===== src/design/eeprom_pkg.sv =====
`default_nettype none

package eeprom_pkg;

    // device type code, top nibble of every control byte
    localparam logic [3:0] DEV_CODE = 4'b1010;

    // 2 KB part, top 3 bits select the 256-byte block
    localparam int ADDR_W = 11;

    typedef logic [7:0] byte_t;

    typedef enum logic [1:0] {
        CMD_START,
        CMD_WRITE,
        CMD_READ,
        CMD_STOP
    } bit_cmd_e;

    typedef enum logic [3:0] {
        S_IDLE,
        S_START,
        S_CTRL_W,
        S_ADDR,
        S_DATA,
        S_RESTART,
        S_CTRL_R,
        S_READ,
        S_STOP,
        S_DONE
    } seq_state_e;

endpackage

`default_nettype wire


===== src/design/host_req_if.sv =====
`timescale 1ns/1ps
`default_nettype none

interface host_req_if import eeprom_pkg::*; ();

    logic              req_valid;   // level, held for the whole transaction
    logic              req_write;
    logic [ADDR_W-1:0] req_addr;
    byte_t             req_wdata;
    logic              done;        // one cycle
    byte_t             rdata;       // valid with done

    modport port (
        output req_valid, req_write, req_addr, req_wdata,
        input  done, rdata
    );

    modport seq (
        input  req_valid, req_write, req_addr, req_wdata,
        output done, rdata
    );

endinterface

`default_nettype wire


===== src/design/host_port.sv =====
`timescale 1ns/1ps
`default_nettype none

module host_port import eeprom_pkg::*;
(
    input  wire                CLK,
    input  wire                RESET,
    input  wire                wr,
    input  wire                rd,
    input  wire   [ADDR_W-1:0] addr,
    input  wire byte_t         wr_data,
    output byte_t              rd_data,
    output logic               ack,
    output logic               busy,
    host_req_if.port           req
);

    logic pending;
    logic accept;

    // strobes only count while nothing is pending
    assign accept = !pending && (wr || rd);

    assign busy          = pending;
    assign req.req_valid = pending;

    always_ff @(posedge CLK)
    begin
        if (RESET)
        begin
            pending <= 1'b0;
            ack     <= 1'b0;
        end
        else
        begin
            ack <= req.done;
            if (accept)
                pending <= 1'b1;
            else if (req.done)
                pending <= 1'b0;
        end
    end

    // request held for the sequencer
    always_ff @(posedge CLK)
    begin
        if (accept)
        begin
            req.req_write <= wr;   // wr wins over rd
            req.req_addr  <= addr;
            req.req_wdata <= wr_data;
        end
    end

    always_ff @(posedge CLK)
    begin
        if (req.done && !req.req_write)
            rd_data <= req.rdata;
    end

    // ack closes a transaction that was busy, and busy is already down
    assert property (@(posedge CLK) disable iff (RESET)
        ack |-> $past(busy) && !busy);

endmodule

`default_nettype wire


===== src/flat_wrapper.sv =====
// flat-port wrapper written by rule: the top's interface ports become plain ports
module host_port_flat import eeprom_pkg::*;
  (CLK, RESET, wr, rd, addr, wr_data, rd_data, ack, busy, req_req_valid, req_req_write, req_req_addr, req_req_wdata, req_done, req_rdata);
  host_req_if req_i ();
  input  wire CLK;
  input  wire RESET;
  input  wire wr;
  input  wire rd;
  input  wire   [ADDR_W-1:0] addr;
  input  wire byte_t wr_data;
  output byte_t rd_data;
  output logic ack;
  output logic busy;
  output wire logic [$bits(req_i.req_valid)-1:0] req_req_valid;
  output wire logic [$bits(req_i.req_write)-1:0] req_req_write;
  output wire logic [$bits(req_i.req_addr)-1:0] req_req_addr;
  output wire logic [$bits(req_i.req_wdata)-1:0] req_req_wdata;
  input wire logic [$bits(req_i.done)-1:0] req_done;
  input wire logic [$bits(req_i.rdata)-1:0] req_rdata;
  assign req_req_valid = req_i.req_valid;
  assign req_req_write = req_i.req_write;
  assign req_req_addr = req_i.req_addr;
  assign req_req_wdata = req_i.req_wdata;
  assign req_i.done = req_done;
  assign req_i.rdata = req_rdata;
  host_port u_core (.CLK(CLK), .RESET(RESET), .wr(wr), .rd(rd), .addr(addr), .wr_data(wr_data), .rd_data(rd_data), .ack(ack), .busy(busy), .req(req_i));
endmodule

===== config.mk =====
export PLATFORM = sky130hd
export DESIGN_NAME = host_port_flat
export DESIGN_NICKNAME = d
export VERILOG_FILES = /design/src/design/eeprom_pkg.sv /design/src/design/host_req_if.sv /design/src/design/host_port.sv /design/src/flat_wrapper.sv
export SDC_FILE = /design/constraint.sdc
export NUM_CORES = 1
export LEC_CHECK = 0
export BUFFER_PORTS_ARGS = -buffer_cell sky130_fd_sc_hd__buf_2
export CAP_MARGIN = 10
export CORE_MARGIN = 8
export CORE_UTILIZATION = 45
export CTS_BUF_LIST = sky130_fd_sc_hd__clkbuf_8
export DETAILED_ROUTE_END_ITERATION = 7
export PLACE_DENSITY = 0.86
export SLEW_MARGIN = 30
export SYNTH_ARGS = -nofsm -noshare
export SYNTH_HDL_FRONTEND = slang
export SYNTH_SLANG_ARGS = --single-unit

===== constraint.sdc =====
create_clock -name CLK -period 4.3 [get_ports CLK]
set_clock_uncertainty 0.2 [all_clocks]
set_input_delay 0.215 -clock CLK [delete_from_list [all_inputs] [get_ports CLK]]
set_output_delay 0.215 -clock CLK [all_outputs]
set_load 0.01 [all_outputs]

==> flow_summary.toml <==
[synthesis]
synth_area_per_cell_um2 = 25.2
ys_ff_latch = 30
syn_area_um2 = 931
ys_types = 7
seq_area_frac_synth = 0.946
ys_warn_count = 0
syn_nets = 69
netlist_instances = 37

[floorplan]
die-area_mm2 = 0.00378
die_h_um = 61.5
core_area_mm2 = 0.00196
die_x_um = 61.5
initial_utilization = 0.474
rows = 16
io_pins = 63

[power_and_ir_drop]
peakVddDrop_mv = 0.326
power.density_mw_per_mm2 = 407
leakagePower_nw = 0.739

[drt]
drt_iter0_drc = 31
via_count = 769
routed_wl_um = 3070
firstDrtPassIters = 4
routedWlPerCell_um = 18.6
drc = 0
vias_per_cell = 4.66
antenna_left = 0

[global_routing]
grt_pass1_vias = 821
grt_overflow = 0
grt_max_degree = 21
antenna_found_initial = 0
grt_pass1_wl_um = 4540
track_usage = 0.179

[hold_path]
min-delay-start = "rd"
worstHoldPathType = "in -> reg"

[setup_path]
r2r_start = "u_core.req.req_write"
r2r_slack_ps = 2780
rr_endpoint = "u_core.rd_data[0]"
cp.arrival_ps = 1430
slowest_delay_ps = 560
endpoint = "u_core.rd_data[0]"
crit_fanout = 8
path_class = "in -> reg"
cpMaxStageDelayCell = "nor2b_1"
cp-end-kind = "register"
start_kind = "input port"
path_cells = "dlygate4sd3_1 > buf_2 > nor2b_1"
cp.required_ps = 4000
startpoint = "req_done"
r2r_cells = 1

[sta]
maxSlewHeadroom = 0.547
tightestPinTransition_ps = 677
fmax_ghz = 0.579
min_period_ps = 1730
rsz0062_at_grt = "no"
setup_viol = 0
report.final.slew_viol_count = 0
finalCritPeriodShare = 0.402
tns_ps = 0
hold_viol = 0

[clocking]
postCtsSetupRepairBufs = 0
cts_tree = "yes"
cts_root_buf = "clkbuf_8"
clock_latency_ps = 270
htree_levels = 2
cts_made_buffers = 5
clock_sinks = 30
postCtsHoldBufs = 31
cts-resized-gates = 0
cts.clk_slew.worst_paths_ps = 60
clk_path_buf_depth = 2

[layout]
drive_gt1_frac = 0.529
nNetsFinal = 169
area_delta_synth_final_pct = 82.1
n_antenna_cell = 0
fin_util = 0.864
fillers = 92

[status]
outcome = "finished, final reports clean"

[place]
port_buffers = 62
place.gp.congestion = 0.608

[flow_run]
drv_cap = 0
-- placed cells by master (no fill, tap or decap) --
cell type and count:
buf_4 1, dlygate4sd3_1 31, nor3_2 1, buf_2 62, a211oi_2 1, nor2_1 2, dfxtp_1 2, edfxtp_1 28
clkbuf_8 8, nor2b_1 2
-- worst min-delay path by stage --
stage	endpoint	slack [ps]	cells past startpoint
detailed placement	u_core.rd_data[7]	190	1
finish	u_core.busy	70	3
global placement	u_core.rd_data[3]	190	1
floorplan	u_core.ack	90	1
global route	u_core.busy	90	3
CTS	u_core.busy	50	3
-- kinds of logic after synthesis --
| logic type | after synthesis | synth area share |
|---|---|---|
| flip-flops | 30 | 0.946 |
| buffers and inverters | 1 | 0.00807 |
| AND/OR/NAND/NOR | 5 | 0.0323 |
| AO/OA/AOI/OAI | 1 | 0.0134 |
-- state kept, by name, indices dropped and copies added (netlist names) --
name	cells
u_core.busy	1
u_core.req.req_wdata	8
u_core.rd_data	8
u_core.req.req_write	1
u_core.ack	1
u_core.req.req_addr	11
-- synth_stat cells, drive strengths merged --
cell type   n  share of area
nor2b       2          0.013
buf         1         0.0081
a211oi      1          0.013
dfxtp       2          0.043
edfxtp     28           0.90
nor3        1          0.011
nor2        2         0.0081
-- where the power goes --
part           switching, mW  internal, mW
registers            0.00644         0.343
logic                 0.0383        0.0435
clock network         0.0962         0.161
total                  0.141         0.548
-- stage by stage --
step | hold WS [ps] | setup WS (ps) | instances | total power, mW | area, um^2
3_3_place_gp | 191 | 2880 | 126 | 0.409 | 1270
6_report | 71.9 | 2570 | 165 | 0.689 | 1700
4_1_cts | 51.0 | 2620 | 165 | 0.687 | 1700
2_1_floorplan | 86.6 | 2440 | 37 | 0.376 | 931
3_5_place_dp | 194 | 2830 | 126 | 0.413 | 1270
5_1_grt | 89.7 | 2500 | 165 | 0.716 | 1700
-- routing by layer --
metal | vias up | GRT usage | part of all wire
met3 | 6 | 0.0522 | 0.11
met5 | - | 0 | 0
li1 | 342 | - | -
met2 | 59 | 0.301 | 0.48
met1 | 362 | 0.198 | 0.39
met4 | 0 | 0.0974 | 0.020
-- critical path, delay by kind of cell --
family | cells | cell delay [ps]
buffers and inverters | 2 | 660
AND/OR/NAND/NOR | 1 | 560
-- cell type report --
type / instances / area (um^2) / area share
Clock buffer: 8 / 110 / 0.0649
Multi-Input combinational cell: 6 / 42.5 / 0.0251
Sequential cell: 30 / 881 / 0.520
Tap cell: 27 / 33.8 / 0.0199
Timing Repair Buffer: 94 / 628 / 0.370
Power figures use the tool's default switching activity.
