`config.mk`:
```
export PLATFORM = sky130hd
export DESIGN_NAME = eeprom_sequencer_flat
export DESIGN_NICKNAME = d
export VERILOG_FILES = /design/src/design/eeprom_pkg.sv /design/src/design/host_req_if.sv /design/src/design/bit_cmd_if.sv /design/src/design/eeprom_sequencer.sv /design/src/flat_wrapper.sv
export SDC_FILE = /design/constraint.sdc
export NUM_CORES = 1
export LEC_CHECK = 0
export ABC_AREA = 1
export BUFFER_PORTS_ARGS = -buffer_cell sky130_fd_sc_hd__buf_4
export CORE_MARGIN = 5
export CORE_UTILIZATION = 31
export DETAILED_ROUTE_END_ITERATION = 8
export PLACE_DENSITY = 0.57
export SYNTH_ARGS = -nofsm -noshare
export SYNTH_HDL_FRONTEND = slang
export SYNTH_SLANG_ARGS = --single-unit
export TNS_END_PERCENT = 5
```
`constraint.sdc`:
```
create_clock -name CLK -period 1.46 [get_ports CLK]
set_input_delay 0.438 -clock CLK [delete_from_list [all_inputs] [get_ports CLK]]
set_output_delay 0.438 -clock CLK [all_outputs]
set_load 0.05 [all_outputs]
```
`src/design/eeprom_pkg.sv`:
```
`default_nettype none

package eeprom_pkg;

    // device type code, top nibble of every control byte
    localparam logic [3:0] DEV_CODE = 4'b1010;

    // 2 KB part, top 3 bits select the 256-byte block
    localparam int ADDR_W = 11;

    typedef logic [7:0] byte_t;

    typedef enum logic [1:0] {
        CMD_START,
        CMD_WRITE,
        CMD_READ,
        CMD_STOP
    } bit_cmd_e;

    typedef enum logic [3:0] {
        S_IDLE,
        S_START,
        S_CTRL_W,
        S_ADDR,
        S_DATA,
        S_RESTART,
        S_CTRL_R,
        S_READ,
        S_STOP,
        S_DONE
    } seq_state_e;

endpackage

`default_nettype wire

```
`src/design/host_req_if.sv`:
```
`timescale 1ns/1ps
`default_nettype none

interface host_req_if import eeprom_pkg::*; ();

    logic              req_valid;   // level, held for the whole transaction
    logic              req_write;
    logic [ADDR_W-1:0] req_addr;
    byte_t             req_wdata;
    logic              done;        // one cycle
    byte_t             rdata;       // valid with done

    modport port (
        output req_valid, req_write, req_addr, req_wdata,
        input  done, rdata
    );

    modport seq (
        input  req_valid, req_write, req_addr, req_wdata,
        output done, rdata
    );

endinterface

`default_nettype wire

```
`src/design/bit_cmd_if.sv`:
```
`timescale 1ns/1ps
`default_nettype none

interface bit_cmd_if import eeprom_pkg::*; ();

    logic     cmd_start;   // strobe, only while the engine is idle
    bit_cmd_e cmd;
    byte_t    tx_byte;
    logic     cmd_done;    // pulse at the end of the last half period
    byte_t    rx_byte;     // valid with cmd_done of a read

    modport seq (
        output cmd_start, cmd, tx_byte,
        input  cmd_done, rx_byte
    );

    modport eng (
        input  cmd_start, cmd, tx_byte,
        output cmd_done, rx_byte
    );

endinterface

`default_nettype wire

```
`src/design/eeprom_sequencer.sv`:
```
`timescale 1ns/1ps
`default_nettype none

module eeprom_sequencer import eeprom_pkg::*;
(
    input  wire      CLK,
    input  wire      RESET,
    host_req_if.seq  req,
    bit_cmd_if.seq   bus
);

    seq_state_e state;
    seq_state_e nxt;
    logic       advance;
    bit_cmd_e   nxt_cmd;
    byte_t      nxt_tx;
    logic [2:0] blk;

    assign blk = req.req_addr[ADDR_W-1:8];

    assign req.done = (state == S_DONE);

    always_comb
    begin
        case (state)
            S_IDLE:    advance = req.req_valid;
            S_DONE:    advance = 1'b1;
            default:   advance = bus.cmd_done;
        endcase
    end

    always_comb
    begin
        case (state)
            S_IDLE:    nxt = S_START;
            S_START:   nxt = S_CTRL_W;
            S_CTRL_W:  nxt = S_ADDR;
            S_ADDR:    nxt = req.req_write ? S_DATA : S_RESTART;   // reads turn around here
            S_DATA:    nxt = S_STOP;
            S_RESTART: nxt = S_CTRL_R;
            S_CTRL_R:  nxt = S_READ;
            S_READ:    nxt = S_STOP;
            S_STOP:    nxt = S_DONE;
            default:   nxt = S_IDLE;
        endcase
    end

    // command belonging to the state we move into
    always_comb
    begin
        case (nxt)
            S_START,
            S_RESTART: nxt_cmd = CMD_START;
            S_READ:    nxt_cmd = CMD_READ;
            S_STOP:    nxt_cmd = CMD_STOP;
            default:   nxt_cmd = CMD_WRITE;
        endcase
    end

    always_comb
    begin
        case (nxt)
            S_CTRL_W:  nxt_tx = {DEV_CODE, blk, 1'b0};
            S_CTRL_R:  nxt_tx = {DEV_CODE, blk, 1'b1};
            S_ADDR:    nxt_tx = req.req_addr[7:0];
            default:   nxt_tx = req.req_wdata;   // don't care for start/read/stop
        endcase
    end

    always_ff @(posedge CLK)
    begin
        if (RESET)
        begin
            state         <= S_IDLE;
            bus.cmd_start <= 1'b0;
        end
        else
        begin
            bus.cmd_start <= 1'b0;
            if (advance)
            begin
                state         <= nxt;
                bus.cmd_start <= !(nxt inside {S_IDLE, S_DONE});
            end
        end
    end

    always_ff @(posedge CLK)
    begin
        if (advance)
        begin
            bus.cmd     <= nxt_cmd;
            bus.tx_byte <= nxt_tx;
        end
        if (state == S_READ && bus.cmd_done)
            req.rdata <= bus.rx_byte;
    end

    // commands only go out while the host holds a request
    assert property (@(posedge CLK) disable iff (RESET)
        bus.cmd_start |-> req.req_valid);

endmodule

`default_nettype wire

```
`src/flat_wrapper.sv`:
```
// flat-port wrapper written by rule: the top's interface ports become plain ports
module eeprom_sequencer_flat import eeprom_pkg::*;
  (CLK, RESET, req_req_valid, req_req_write, req_req_addr, req_req_wdata, req_done, req_rdata, bus_cmd_start, bus_cmd, bus_tx_byte, bus_cmd_done, bus_rx_byte);
  host_req_if req_i ();
  bit_cmd_if bus_i ();
  input  wire CLK;
  input  wire RESET;
  input wire logic [$bits(req_i.req_valid)-1:0] req_req_valid;
  input wire logic [$bits(req_i.req_write)-1:0] req_req_write;
  input wire logic [$bits(req_i.req_addr)-1:0] req_req_addr;
  input wire logic [$bits(req_i.req_wdata)-1:0] req_req_wdata;
  output wire logic [$bits(req_i.done)-1:0] req_done;
  output wire logic [$bits(req_i.rdata)-1:0] req_rdata;
  output wire logic [$bits(bus_i.cmd_start)-1:0] bus_cmd_start;
  output wire logic [$bits(bus_i.cmd)-1:0] bus_cmd;
  output wire logic [$bits(bus_i.tx_byte)-1:0] bus_tx_byte;
  input wire logic [$bits(bus_i.cmd_done)-1:0] bus_cmd_done;
  input wire logic [$bits(bus_i.rx_byte)-1:0] bus_rx_byte;
  assign req_i.req_valid = req_req_valid;
  assign req_i.req_write = req_req_write;
  assign req_i.req_addr = req_req_addr;
  assign req_i.req_wdata = req_req_wdata;
  assign req_done = req_i.done;
  assign req_rdata = req_i.rdata;
  assign bus_cmd_start = bus_i.cmd_start;
  assign bus_cmd = bus_i.cmd;
  assign bus_tx_byte = bus_i.tx_byte;
  assign bus_i.cmd_done = bus_cmd_done;
  assign bus_i.rx_byte = bus_rx_byte;
  eeprom_sequencer u_core (.CLK(CLK), .RESET(RESET), .req(req_i), .bus(bus_i));
endmodule
```
==> run summary <==
OUTCOME
--------------------------------------------------------------------------------------
Status                                                                    finished with violations
Violations in the final reports                                           negative setup slack

LOGIC SYNTHESIS
--------------------------------------------------------------------------------------
Synth Area per Inst                                                           8.70 um2
Dominant synthesized flop cell                                                edfxtp_1
Gate Count Post-Synth                                                              130
Sequential-to-total area share from yosys stat                                   0.566
Async S/R FF share, synth                                                            0
Number of synthesized register bits                                                 23
Number of synthesized flops with an enable pin                                      18
Mapped cell area                                                           0.00113 mm2
Largest area contributor in the synthesized netlist                           edfxtp_1
Synthesis Warnings                                                                   0
Number of distinct standard cells referenced by the synthesized netlist             19
Leading post-synthesis cells by cell area                                 edfxtp_1 48%, nand2_1 14%, dfxtp_1 8.8%
Post-synth net total                                                               162
Top cell type's share of synthesized area                                        0.478

SETUP PATH
--------------------------------------------------------------------------------------
Endpoint type of the worst setup path                                       output pin
Crit Path Max Fanout                                                                 2
Data required time at the worst endpoint                                       1020 ps
R2R cell count                                                                       7
Startpoint Class                                                             flip-flop
Critical setup path kind                                                       reg2out
Critical Path AT                                                               1050 ps
R2R setup slack                                                                  40 ps

FLOORPLAN
--------------------------------------------------------------------------------------
Die Height                                                                     70.4 um
Number of top-level pins                                                            52
Die footprint                                                              0.00496 mm2
Effective utilization at floorplan                                               0.314
Die Span X                                                                     70.4 um
Core Footprint                                                             0.00361 mm2
Placement Rows                                                                      22

PWR
--------------------------------------------------------------------------------------
Leakage power                                                              0.000875 uW
Cell Pwr Density                                                           2100 mW/mm2
Peak supply drop                                                            0.000922 V

STA
--------------------------------------------------------------------------------------
Setup Viol. Count Final                                                              1
Max-Slew Margin vs Limit                                                         0.812
Setup repair after global routing missed its margin                                yes
Total count of hold-check failures in the final report                               0
Setup Skew                                                                     7.77 ps
Post-layout min period                                                         1490 ps
FMAX                                                                           673 MHz
Final worst-path cycle share                                                      1.02
Max Transition Viols Final                                                           0
Post-layout worst setup margin                                                -26.0 ps
Slew at the pin closest to its max-slew limit                                   280 ps

DETAILED ROUTING
--------------------------------------------------------------------------------------
Total wire length                                                              2.98 mm
Uppermost layer routed                                                            met4
Detail-routed via count per cell                                                  4.55
DRC violations left                                                                  0
Total via count after detailed routing                                            1119
Routed length on met2                                                          1.43 mm
Violation count after the first detailed-routing iteration                          49
Final routed wire length divided by cell count                                 12.1 um
Wire length on met1                                                            1.26 mm
Post-route antenna net violation count                                               0
Amount of wire on met3 after detailed routing                                   233 um
Number of iterations in the first detailed-routing pass                              5

MIN PATH
--------------------------------------------------------------------------------------
Type of the most critical hold path                                             in2reg
Worst hold path depth                                                                2

CLOCK TREE
--------------------------------------------------------------------------------------
Number of H-tree levels                                                              1
CTS Buf Count                                                                        3
Buffer levels on the longest clock path                                              2
TritonCTS Sinks                                                                     23
Clk Tree Root Cell                                                            clkbuf_8
CTS clock-pin slew for the worst setup and hold paths                            90 ps
Cts hold-fix bufs                                                                    0
CTS tree                                                                           yes
Later-pin clock latency in the skew report                                      260 ps

GLOBAL ROUTING
--------------------------------------------------------------------------------------
Wire length of the first global-routing pass                                   4.84 mm
Initial antenna violation count                                                      0
Final global-route overflow total                                                    0
Via count of the first global-routing pass                                        1111
Total GRT Usage                                                                  0.119
Pin count of the biggest net entering global routing                                14

PLACEMENT
--------------------------------------------------------------------------------------
RD Place Congestion                                                              0.802
Detailed placement HPWL                                                        2.33 mm
Cell Area, Placed                                                          0.00162 mm2
Number of I/O port buffers                                                          51
Dpl ws                                                                         40.7 ps

FINAL LAYOUT
--------------------------------------------------------------------------------------
Number of nets in the layout                                                       231
Fill cell instance count of the final layout                                       354
Post-route design area                                                     0.00177 mm2
Fraction of layout instances using a drive strength above 1                      0.434
Synthesis-to-finish area growth                                                  56.1%
Ant. Diodes                                                                          0

FLOW RUN
--------------------------------------------------------------------------------------
Number of maximum-capacitance violations                                             0

what timing repair did:
action / in CTS / in global routing
pin swaps: 3 / 4
resized for setup: 8 / 5
buffers inserted: 6 / 2
setup endpoints to repair: 1 / 5
final timing paths:
check,startpoint,end
setup / recovery,u_core.state[0],req_done
hold / removal,RESET,u_core.bus.cmd_start
setup reg to reg,u_core.state[2],u_core.bus.tx_byte[7]
hold reg to reg,u_core.state[3],u_core.bus.cmd_start
worst max-delay path, stage by stage, from the launching register on:
cell,delay [ps]
dfxtp_2,350
inv_2,40
nor2_1,90
nand2_1,100
inv_2,70
buf_8,140
kinds of logic after synthesis:
kind of cell	Yosys count	share of synthesized area
AOI/OAI and AO/OA	10	0.0487
buffers and inverters	20	0.0664
DFF	23	0.566
and+or+nand+nor	77	0.319
power breakdown:
part | internal [uW] | switching [uW] | total (uW) | leakage [uW]
sequential | 1030 | 103 | 1130 | 0.000213
combinational | 760 | 1420 | 2180 | 0.000636
clock | 190 | 202 | 392 | 0.0000255
total | 1980 | 1730 | 3700 | 0.000875
cell usage in the layout, fill, tap and decap left out:
master    synthesis  routed
a21oi_1           2       2
and3_1            2       2
buf_12            0       1
buf_4             0      62
buf_8             0       1
clkbuf_8          0       3
clkinv_2          0       1
dfxtp_1           5       1
dfxtp_2           0       2
dfxtp_4           0       2
edfxtp_1         18      18
inv_1            18      16
inv_2             2       3
inv_4             0       1
nand2_1          41      41
nand2_2           1       1
nand2_4           1       1
nand3_1           4       4
nand3_4           0       1
nand4_1           4       4
nor2_1           16      15
nor2_2            2       3
nor2_4            2       2
nor3_1            2       1
nor3_2            0       1
nor3_4            1       1
o211a_1           1       1
o21ai_0           7       7
Yosys cell counts, types with 4 or more instances:
cell / count
nand2_1: 41
edfxtp_1: 18
inv_1: 18
nor2_1: 16
o21ai_0: 7
dfxtp_1: 5
nand3_1: 4
nand4_1: 4
through the flow:
step / hold slack [ps] / power [uW] / std cells / util / TNS (ps)
2_1_floorplan: 515 / 2530 / 130 / - / -31.4
3_3_place_gp: 614 / 3090 / 234 / 0.448 / 0
3_5_place_dp: 589 / 3110 / 234 / 0.448 / 0
4_1_cts: 345 / 3610 / 244 / 0.479 / -25.7
5_1_grt: 332 / 3950 / 246 / 0.490 / -179
6_report: 346 / 3700 / 246 / 0.490 / -26.0
state kept, by name, indices dropped and copies added, names as in the netlist:
signal / count
u_core.bus.cmd: 2
u_core.bus.tx_byte: 8
u_core.bus.cmd_start: 1
u_core.state: 4
u_core.req.rdata: 8
final cells by class:
type	instances	area (um2)	share of cell area
Sequential cell	23	651	0.369
Timing Repair Buffer	64	500	0.283
Multi-Input combinational cell	87	430	0.244
Inverter	20	77.6	0.0439
Tap cell	48	60.1	0.0340
Clock buffer	3	41.3	0.0234
Clock inverter	1	5.00	0.00283
routing by layer:
metal,vias up,GRT usage
met3,8,0.0360
met1,505,0.142
li1,554,-
met2,52,0.202
met5,-,0
met4,0,0.0383
Note: power is estimated with default switching activity, not from simulation.
