`src/design/eeprom_pkg.sv`:
```
`default_nettype none

package eeprom_pkg;

    // device type code, top nibble of every control byte
    localparam logic [3:0] DEV_CODE = 4'b1010;

    // 2 KB part, top 3 bits select the 256-byte block
    localparam int ADDR_W = 11;

    typedef logic [7:0] byte_t;

    typedef enum logic [1:0] {
        CMD_START,
        CMD_WRITE,
        CMD_READ,
        CMD_STOP
    } bit_cmd_e;

    typedef enum logic [3:0] {
        S_IDLE,
        S_START,
        S_CTRL_W,
        S_ADDR,
        S_DATA,
        S_RESTART,
        S_CTRL_R,
        S_READ,
        S_STOP,
        S_DONE
    } seq_state_e;

endpackage

`default_nettype wire

```
`src/design/bit_cmd_if.sv`:
```
`timescale 1ns/1ps
`default_nettype none

interface bit_cmd_if import eeprom_pkg::*; ();

    logic     cmd_start;   // strobe, only while the engine is idle
    bit_cmd_e cmd;
    byte_t    tx_byte;
    logic     cmd_done;    // pulse at the end of the last half period
    byte_t    rx_byte;     // valid with cmd_done of a read

    modport seq (
        output cmd_start, cmd, tx_byte,
        input  cmd_done, rx_byte
    );

    modport eng (
        input  cmd_start, cmd, tx_byte,
        output cmd_done, rx_byte
    );

endinterface

`default_nettype wire

```
`src/design/twi_bit_engine.sv`:
```
`timescale 1ns/1ps
`default_nettype none

module twi_bit_engine import eeprom_pkg::*;
#(
    parameter int CLK_DIV = 4
)
(
    input  wire     CLK,
    input  wire     RESET,
    bit_cmd_if.eng  bus,
    output logic    scl,
    output logic    sda_oe,
    input  wire     sda_in
);

    localparam int CNT_W = $clog2(CLK_DIV + 1);

    logic             busy;
    logic             half;      // 0 = first half period of a bit
    logic [CNT_W-1:0] cnt;
    logic             tick;
    logic [3:0]       bit_cnt;   // 8 is the ack slot
    bit_cmd_e         cmd_q;
    byte_t            shreg;

    assign tick        = (cnt == CNT_W'(CLK_DIV - 1));
    assign bus.rx_byte = shreg;

    // scl rests low between commands of a transfer, high on an idle bus
    always_ff @(posedge CLK)
    begin
        if (RESET)
        begin
            busy         <= 1'b0;
            half         <= 1'b0;
            cnt          <= '0;
            bit_cnt      <= '0;
            scl          <= 1'b1;
            sda_oe       <= 1'b0;
            bus.cmd_done <= 1'b0;
        end
        else
        begin
            bus.cmd_done <= 1'b0;
            if (bus.cmd_start)
            begin
                busy    <= 1'b1;
                half    <= 1'b0;
                cnt     <= '0;
                bit_cnt <= '0;
                case (bus.cmd)
                    CMD_START:
                    begin
                        scl    <= 1'b1;   // raises scl again on a restart
                        sda_oe <= 1'b0;
                    end
                    CMD_WRITE: sda_oe <= ~bus.tx_byte[7];
                    CMD_READ:  sda_oe <= 1'b0;
                    default:   sda_oe <= 1'b1;   // stop, pull low while scl low
                endcase
            end
            else if (busy)
            begin
                cnt <= tick ? '0 : cnt + 1'b1;
                if (tick && !half)
                begin
                    half <= 1'b1;
                    if (cmd_q == CMD_START)
                        sda_oe <= 1'b1;          // sda falls, scl high
                    else
                        scl <= 1'b1;
                end
                else if (tick)
                begin
                    half <= 1'b0;
                    if (cmd_q == CMD_STOP)
                    begin
                        sda_oe       <= 1'b0;    // sda rises, scl high
                        busy         <= 1'b0;
                        bus.cmd_done <= 1'b1;
                    end
                    else
                    begin
                        scl <= 1'b0;
                        if (cmd_q == CMD_START || bit_cnt == 4'd8)
                        begin
                            busy         <= 1'b0;
                            bus.cmd_done <= 1'b1;
                        end
                        else
                        begin
                            bit_cnt <= bit_cnt + 4'd1;
                            // ack slot and read bits leave sda released
                            if (cmd_q == CMD_WRITE && bit_cnt != 4'd7)
                                sda_oe <= ~shreg[6];
                            else
                                sda_oe <= 1'b0;
                        end
                    end
                end
            end
        end
    end

    // one shifter for both directions, sampled at the end of scl high
    always_ff @(posedge CLK)
    begin
        if (bus.cmd_start)
        begin
            cmd_q <= bus.cmd;
            shreg <= bus.tx_byte;
        end
        else if (busy && tick && half && bit_cnt != 4'd8)
            shreg <= {shreg[6:0], sda_in};
    end

    assert property (@(posedge CLK) disable iff (RESET)
        $changed(sda_oe) && scl && $past(scl) |-> cmd_q inside {CMD_START, CMD_STOP});

    // the sequencer waits for cmd_done before the next command
    assert property (@(posedge CLK) disable iff (RESET)
        bus.cmd_start |-> !busy);

endmodule

`default_nettype wire

```
`src/flat_wrapper.sv`:
```
// flat-port wrapper written by rule: the top's interface ports become plain ports
module twi_bit_engine_flat import eeprom_pkg::*;
#(
    parameter int CLK_DIV = 4
)
  (CLK, RESET, scl, sda_oe, sda_in, bus_cmd_start, bus_cmd, bus_tx_byte, bus_cmd_done, bus_rx_byte);
  bit_cmd_if bus_i ();
  input  wire CLK;
  input  wire RESET;
  output logic scl;
  output logic sda_oe;
  input  wire sda_in;
  input wire logic [$bits(bus_i.cmd_start)-1:0] bus_cmd_start;
  input wire logic [$bits(bus_i.cmd)-1:0] bus_cmd;
  input wire logic [$bits(bus_i.tx_byte)-1:0] bus_tx_byte;
  output wire logic [$bits(bus_i.cmd_done)-1:0] bus_cmd_done;
  output wire logic [$bits(bus_i.rx_byte)-1:0] bus_rx_byte;
  assign bus_i.cmd_start = bus_cmd_start;
  assign bus_i.cmd = bus_cmd;
  assign bus_i.tx_byte = bus_tx_byte;
  assign bus_cmd_done = bus_i.cmd_done;
  assign bus_rx_byte = bus_i.rx_byte;
  twi_bit_engine #(.CLK_DIV(CLK_DIV)) u_core (.CLK(CLK), .RESET(RESET), .bus(bus_i), .scl(scl), .sda_oe(sda_oe), .sda_in(sda_in));
endmodule
```
`config.mk`:
```
export PLATFORM = sky130hd
export DESIGN_NAME = twi_bit_engine_flat
export DESIGN_NICKNAME = d
export VERILOG_FILES = /design/src/design/eeprom_pkg.sv /design/src/design/bit_cmd_if.sv /design/src/design/twi_bit_engine.sv /design/src/flat_wrapper.sv
export SDC_FILE = /design/constraint.sdc
export NUM_CORES = 1
export LEC_CHECK = 0
export BUFFER_PORTS_ARGS = -buffer_cell sky130_fd_sc_hd__buf_4
export CORE_UTILIZATION = 47
export DETAILED_ROUTE_END_ITERATION = 10
export PLACE_DENSITY_LB_ADDON = 0.15
export SLEW_MARGIN = 40
export SYNTH_ARGS = -nofsm -noshare
export SYNTH_HDL_FRONTEND = slang
export SYNTH_SLANG_ARGS = --single-unit
```
`constraint.sdc`:
```
create_clock -name CLK -period 1.75 [get_ports CLK]
set_clock_uncertainty 0.1 [all_clocks]
set_input_delay 0 -clock CLK [delete_from_list [all_inputs] [get_ports CLK]]
set_output_delay 0 -clock CLK [all_outputs]
set_load 0.01 [all_outputs]
```
==> results of run 1 <==
where the power goes:
part	switching (mW)	internal (mW)	total, mW
clock network	0.151	0.232	0.383
logic	0.0591	0.0860	0.145
registers	0.0205	0.564	0.584
tightest hold or removal path: stages:
cell	delay [ns]
dlygate4sd3_1	0.53
buf_4	0.12
a21oi_1	0.04
cells by family (layout without fill, tap and decap cells):
logic type / Yosys count / after routing / synth area share
and+or+nand+nor: 37 / 37 / 0.200
adders and majority gates: 3 / 3 / 0.0351
DFF: 22 / 22 / 0.505
muxes: 9 / 9 / 0.0947
xor gates and xnor gates: 5 / 5 / 0.0409
buffers and inverters: 7 / 45 / 0.0316
AOI/OAI and AO/OA: 13 / 13 / 0.0924
routing by layer:
layer | vias up | track usage | part of all wire
met1 | 391 | 0.262 | 0.44
li1 | 416 | - | -
met5 | - | 0 | 0
met3 | 2 | 0.0586 | 0.049
met2 | 29 | 0.358 | 0.51
met4 | 0 | 0.0429 | 0.0054
layout by cell type (no fill, tap or decap), types with 2 or more instances in the layout:
cell            n
dfxtp_1        12
edfxtp_1       10
ha_1            2
inv_1           3
nor2b_1         2
a21oi_1         3
nand2b_1        3
dlygate4sd3_1  13
and2_1          2
o21ai_0         2
mux2_2          9
nand2_1        11
nand4_1         2
nor2_1          7
xor2_1          4
clkbuf_4        3
buf_4          25
nand3_1         3
nand3b_4        2
worst max-delay path by stage:
stage	to	depth (start not counted)	slack [ns]
floorplan	u_core.bus.rx_byte[0]	5	0.18
CTS	u_core.bus.rx_byte[0]	4	0.07
global placement	u_core.bus.rx_byte[3]	4	0.18
finish	u_core.bus.rx_byte[0]	4	0.06
global route	u_core.scl	5	0.04
detailed placement	u_core.scl	5	0.11
stage by stage:
step                      hold slack, ns  setup slack, ns  instance area, um2   util  total power, mW
after floorplan                  -0.0309            0.178                1070      -            0.654
after global placement            0.0882            0.179                1270  0.621            0.712
after detailed placement          0.0868            0.110                1270  0.621            0.716
after CTS                          0.304           0.0736                1450  0.711             1.12
after global routing               0.304           0.0441                1450  0.712             1.16
final                              0.312           0.0634                1450  0.712             1.11
layout make-up:
cell class                 count  area [um2]
multi-input combinational     67         498
clock inverter                 1        30.0
clock buffer                   3        22.5
fill                         161         588
timing repair buffer          38         318
inverter                       3        11.3
sequential                    22         541
tap                           27        33.8
timing repair:
item	in CTS	in global routing
endpoints found under the setup margin	0	1
hold buffers	13	0
hold endpoints to repair	16	0
gates resized for setup	0	1
sequential cells by signal, summed over array words and instances, names as in the netlist:
| name | count |
|---|---|
| u_core.bit_cnt | 4 |
| u_core.bus.cmd_done | 1 |
| u_core.bus.rx_byte | 8 |
| u_core.busy | 1 |
| u_core.cmd_q | 2 |
| u_core.cnt | 3 |
| u_core.half | 1 |
| u_core.scl | 1 |
| u_core.sda_oe | 1 |
==> flow_summary.yaml, run 1 <==
final_layout:
  fin_cells: 161
  drive_gt1_frac: 0.321
  final_nets: 152
  area_growth_pct: 35.9
  antenna_cells: 0
critical_path:
  cpPeakStageDelay_ns: 0.56
  critical_path.slowest_cell: "dlygate4sd3_1"
  crit_path_end_kind: "flip-flop"
  path_cells: "dlygate4sd3_1 -> buf_4 -> mux2_2 -> dlygate4sd3_1"
  cp_max_fo: 15
  r2r-end: "u_core.scl"
  arrival_ns: 1.66
  path_delay_family: "buffers and inverters"
  crit_top_cell: "dlygate4sd3_1"
  r2r_start: "u_core.cnt[0]"
  r2r_cells: 5
  critPathLaunchType: "input pin"
  crit_buf_inv: 3
  critical_path_class: "input pin to flip-flop"
  crit_start: "bus_cmd_start"
  worstPathRequired_ns: 1.73
  r2r_slack_ns: 0.14
clock_tree:
  clkLatencyLatePin_ns: 0.31
  clk_path_buf_depth: 2
  tritoncts: "built"
  path_clk_slew_ns: 0.12
  cts_buffers: 3
  cts.root.buffer_cell: "clkbuf_4"
  clock_sinks: 22
  post-cts-setup-buffers: 0
  ctsHtreeMaxLevel: 1
pwr:
  p_per_area_nw_per_um2: 765
  p_leak_nw: 0.594
  peakVddDrop_v: 0.000579
floorplan:
  row_count: 16
  io_pins: 25
  core_area_um2: 2040
  chipWidth_um: 49.7
  dieArea_um2: 2470
  start_util: 0.524
  die-height_um: 49.7
synth:
  synth_seq_cells: 22
  synth_area_per_cell_um2: 11.1
  yosys_warnings: 0
  synth.area.top_cells: "edfxtp_1 28%, dfxtp_1 22%, mux2_2 9.5%"
  syn-cell-area_um2: 1070
  netlist.area_leader.share: 0.281
  syn_inst: 96
  ys.flop_type: "dfxtp_1"
  yosys.area.top_type: "edfxtp_1"
  ys_seq_area_frac: 0.505
  syn_nets: 113
  synth_cell_type_count: 32
  synthArstFlopShare: 0
  synth-edff-count: 10
  synth_common_cells: "12 x dfxtp_1, 11 x nand2_1, 10 x edfxtp_1"
  synth_most_common_cell: "dfxtp_1"
route:
  drt-vias-per-instance: 5.20
  drc: 0
  dr.pass1.iters: 4
  via_count: 838
  drtAntennaViolNets: 0
  wl_per_cell_um: 13.9
  drt-initial-drc-count: 32
  wl_um: 2240
placed_design:
  placed_cells: 144
  port_buffers: 24
  routabilityCongestion: 0.796
  hpwl_um: 1550
worst_hold_path:
  hp-class: "input pin to flip-flop"
  min_delay_path_depth: 3
  min-delay-start: "RESET"
  whs_endpoint: "u_core.busy"
timing:
  slew_viol_final: 0
  hold_viol: 0
  setup_viol: 0
  slew_headroom: 0.778
  rsz0062_at_grt: "no"
  fin_setup_tns_ns: 0
  fin_crit_sh: 0.964
  tightestPinTransition_ns: 0.332
  period_minus_slack_ns: 1.69
  fmax_ghz: 0.593
grt:
  grt_max_degree: 16
  antenna_found_initial: 0
  grt.overflow.total: 0
  grtUsageTotal: 0.210
  grt_pass1_vias: 828
  grt_pass1_wl_um: 3820
job:
  max_cap_viol_count: 0
run_status:
  status: "finished, final reports clean"
(Power assumes the default switching activity.)
==> run 2, diff against run 1 <==
- ABC_AREA: not set -> 1
- clock period: 1.75 -> 1.6 ns (I/O delays scaled with it)
==> flow_summary.yaml, run 2 <==
run_status:
  status: "finished, final reports clean"
timing:
  period_minus_slack_ns: 1.49
  slew_viol_final: 0
  fin_setup_tns_ns: 0
  hold_viol: 0
  slew_headroom: 0.706
  fin_crit_sh: 0.929
  tightestPinTransition_ns: 0.440
  fmax_ghz: 0.673
  layout_setup_ws_ns: 0.114
  setup_viol: 0
clock_tree:
  tritoncts: "built"
  ctsHtreeMaxLevel: 1
  cts_buffers: 3
  clkLatencyLatePin_ns: 0.30
  path_clk_slew_ns: 0.12
  clock_sinks: 22
  cts.root.buffer_cell: "clkbuf_4"
  clk_path_buf_depth: 2
  post-cts-setup-buffers: 0
placed_design:
  hpwl_um: 1750
  place_ws_ns: -0.0300
  port_buffers: 24
  routabilityCongestion: 0.816
critical_path:
  crit_path_end_kind: "flip-flop"
  critical_path_class: "flip-flop to flip-flop"
  worstPathRequired_ns: 1.71
  critPathLaunchType: "flip-flop"
  arrival_ns: 1.60
  cp_max_fo: 4
final_layout:
  fill_cells: 201
  most-common-layout-cells: "41 x nand2_1, 28 x buf_4, 18 x nor2_1"
  largest_reg_flops: 8
  antenna_cells: 0
  mostFrequentLayoutCell: "nand2_1"
  final_nets: 198
  drive_gt1_frac: 0.256
  area_growth_pct: 38.0
synth:
  yosys.area_share.simple: 0.330
  syn_nets: 154
  ys_seq_area_frac: 0.493
  syn_inst: 137
  synth-compound-area-share: 0.0662
  synth_fa_ha_area_frac: 0.0342
  synth-edff-count: 10
  yosys_warnings: 0
  synth_area_per_cell_um2: 8.00
  synth.area.top_cells: "edfxtp_1 27%, dfxtp_1 22%, nand2_1 14%"
  yosys.area.top_type: "edfxtp_1"
  synth_common_cells: "42 x nand2_1, 18 x nor2_1, 12 x dfxtp_1"
  synth_seq_cells: 22
  synthArstFlopShare: 0
  synth_xor_area_frac: 0.0160
  muxShareOfSynthArea: 0
  netlist.area_leader.share: 0.274
  syn-cell-area_um2: 1100
  synth_most_common_cell: "nand2_1"
  ys.flop_type: "dfxtp_1"
  synth_top_family_by_area: "simple AND/OR/NAND/NOR gates"
  synth_cell_type_count: 24
route:
  highest_layer: "met4"
  dr.pass1.iters: 4
  drtAntennaViolNets: 0
  drc: 0
  dr_wl_met3_um: 101
  wl_per_cell_um: 12.1
  routedLengthMet1_um: 1100
  drt-initial-drc-count: 33
  drt-vias-per-instance: 5.04
  via_count: 1049
  wl_um: 2520
  wl_met2_um: 1210
floorplan:
  start_util: 0.495
  io_pins: 25
  die-height_um: 50.3
  core_area_um2: 2210
  dieArea_um2: 2530
  row_count: 17
  chipWidth_um: 50.3
grt:
  antenna_found_initial: 0
  grt_max_degree: 13
  grt.overflow.total: 0
  grt_pass1_wl_um: 4000
  grtUsageTotal: 0.215
  grt_pass1_vias: 949
pwr:
  p_per_area_nw_per_um2: 706
  p_leak_nw: 0.681
  peakVddDrop_v: 0.000607
worst_hold_path:
  hp-class: "input pin to flip-flop"
job:
  max_cap_viol_count: 0
[run 2: cell count changes in the layout (fill, tap and decap cells not counted), sizes merged, moves of 3 or more]
cell,previous run,this run
inv,3,14
mux2,9,0
nand3,3,11
a21oi,3,9
nand2,11,45
nor2,7,18
xor2,4,1
nand2b,3,0
buf,25,28
[run 2: final timing paths]
check,startpoint,end,slack (ns),depth (start not counted)
hold reg to reg,u_core.cnt[0],u_core.cnt[0],0.35,1
hold / removal,bus_cmd[1],u_core.cmd_q[1],0.33,2
setup reg to reg,u_core.cnt[0],u_core.bit_cnt[0],0.11,9
setup / recovery,u_core.cnt[0],u_core.bit_cnt[0],0.11,9
[run 2: where the power goes]
| part | total (mW) | switching [mW] | internal [mW] |
|---|---|---|---|
| Clock | 0.260 | 0.163 | 0.0972 |
| Combinational | 0.174 | 0.0864 | 0.0877 |
| Sequential | 0.633 | 0.0160 | 0.617 |
[run 2: per-stage QoR]
stage	total power, mW	cell area (um2)	hold WS [ns]	util	std cells
2_1_floorplan	0.716	1100	-0.00113	-	137
3_3_place_gp	0.784	1330	0.0904	0.602	191
3_5_place_dp	0.789	1330	0.0908	0.602	191
4_1_cts	1.07	1490	0.330	0.674	208
5_1_grt	1.11	1510	0.328	0.684	208
6_report	1.07	1510	0.333	0.684	208
[run 2: cell families after synthesis]
logic type / count (synthesis)
and+or+nand+nor: 79
DFF: 22
buffers and inverters: 17
xor gates and xnor gates: 2
adders and majority gates: 3
AOI/OAI and AO/OA: 14
[run 2: repair_timing]
item,in CTS,in global routing
endpoints found under the hold margin,16,0
cloned,0,0
hold buffers,13,0
pin swaps,0,0
resized for setup,1,6
setup endpoints to repair,8,13
[run 2: layout make-up]
type                       instances  area [um2]  share of cell area
tap                               28        35.0              0.0232
multi-input combinational         98         510               0.337
sequential                        22         543               0.359
timing repair buffer              41         340               0.225
clock buffer                       4        26.3              0.0174
inverter                          15        57.6              0.0380
[run 2: metal layers]
metal  track usage  up-vias
li1              -      529
met1         0.259      477
met2         0.351       33
met3        0.0303       10
met4         0.148        0
met5             0        -
[run 2: worst max-delay path: stages, from the launching register on]
cell and delay, ns:
dfxtp_2 0.36, ha_1 0.18, nand2_2 0.06, clkinv_2 0.08, nand2_4 0.04, buf_4 0.14, nor2_1 0.12, nand3_2 0.13
o21ai_2 0.14, nor2_1 0.05
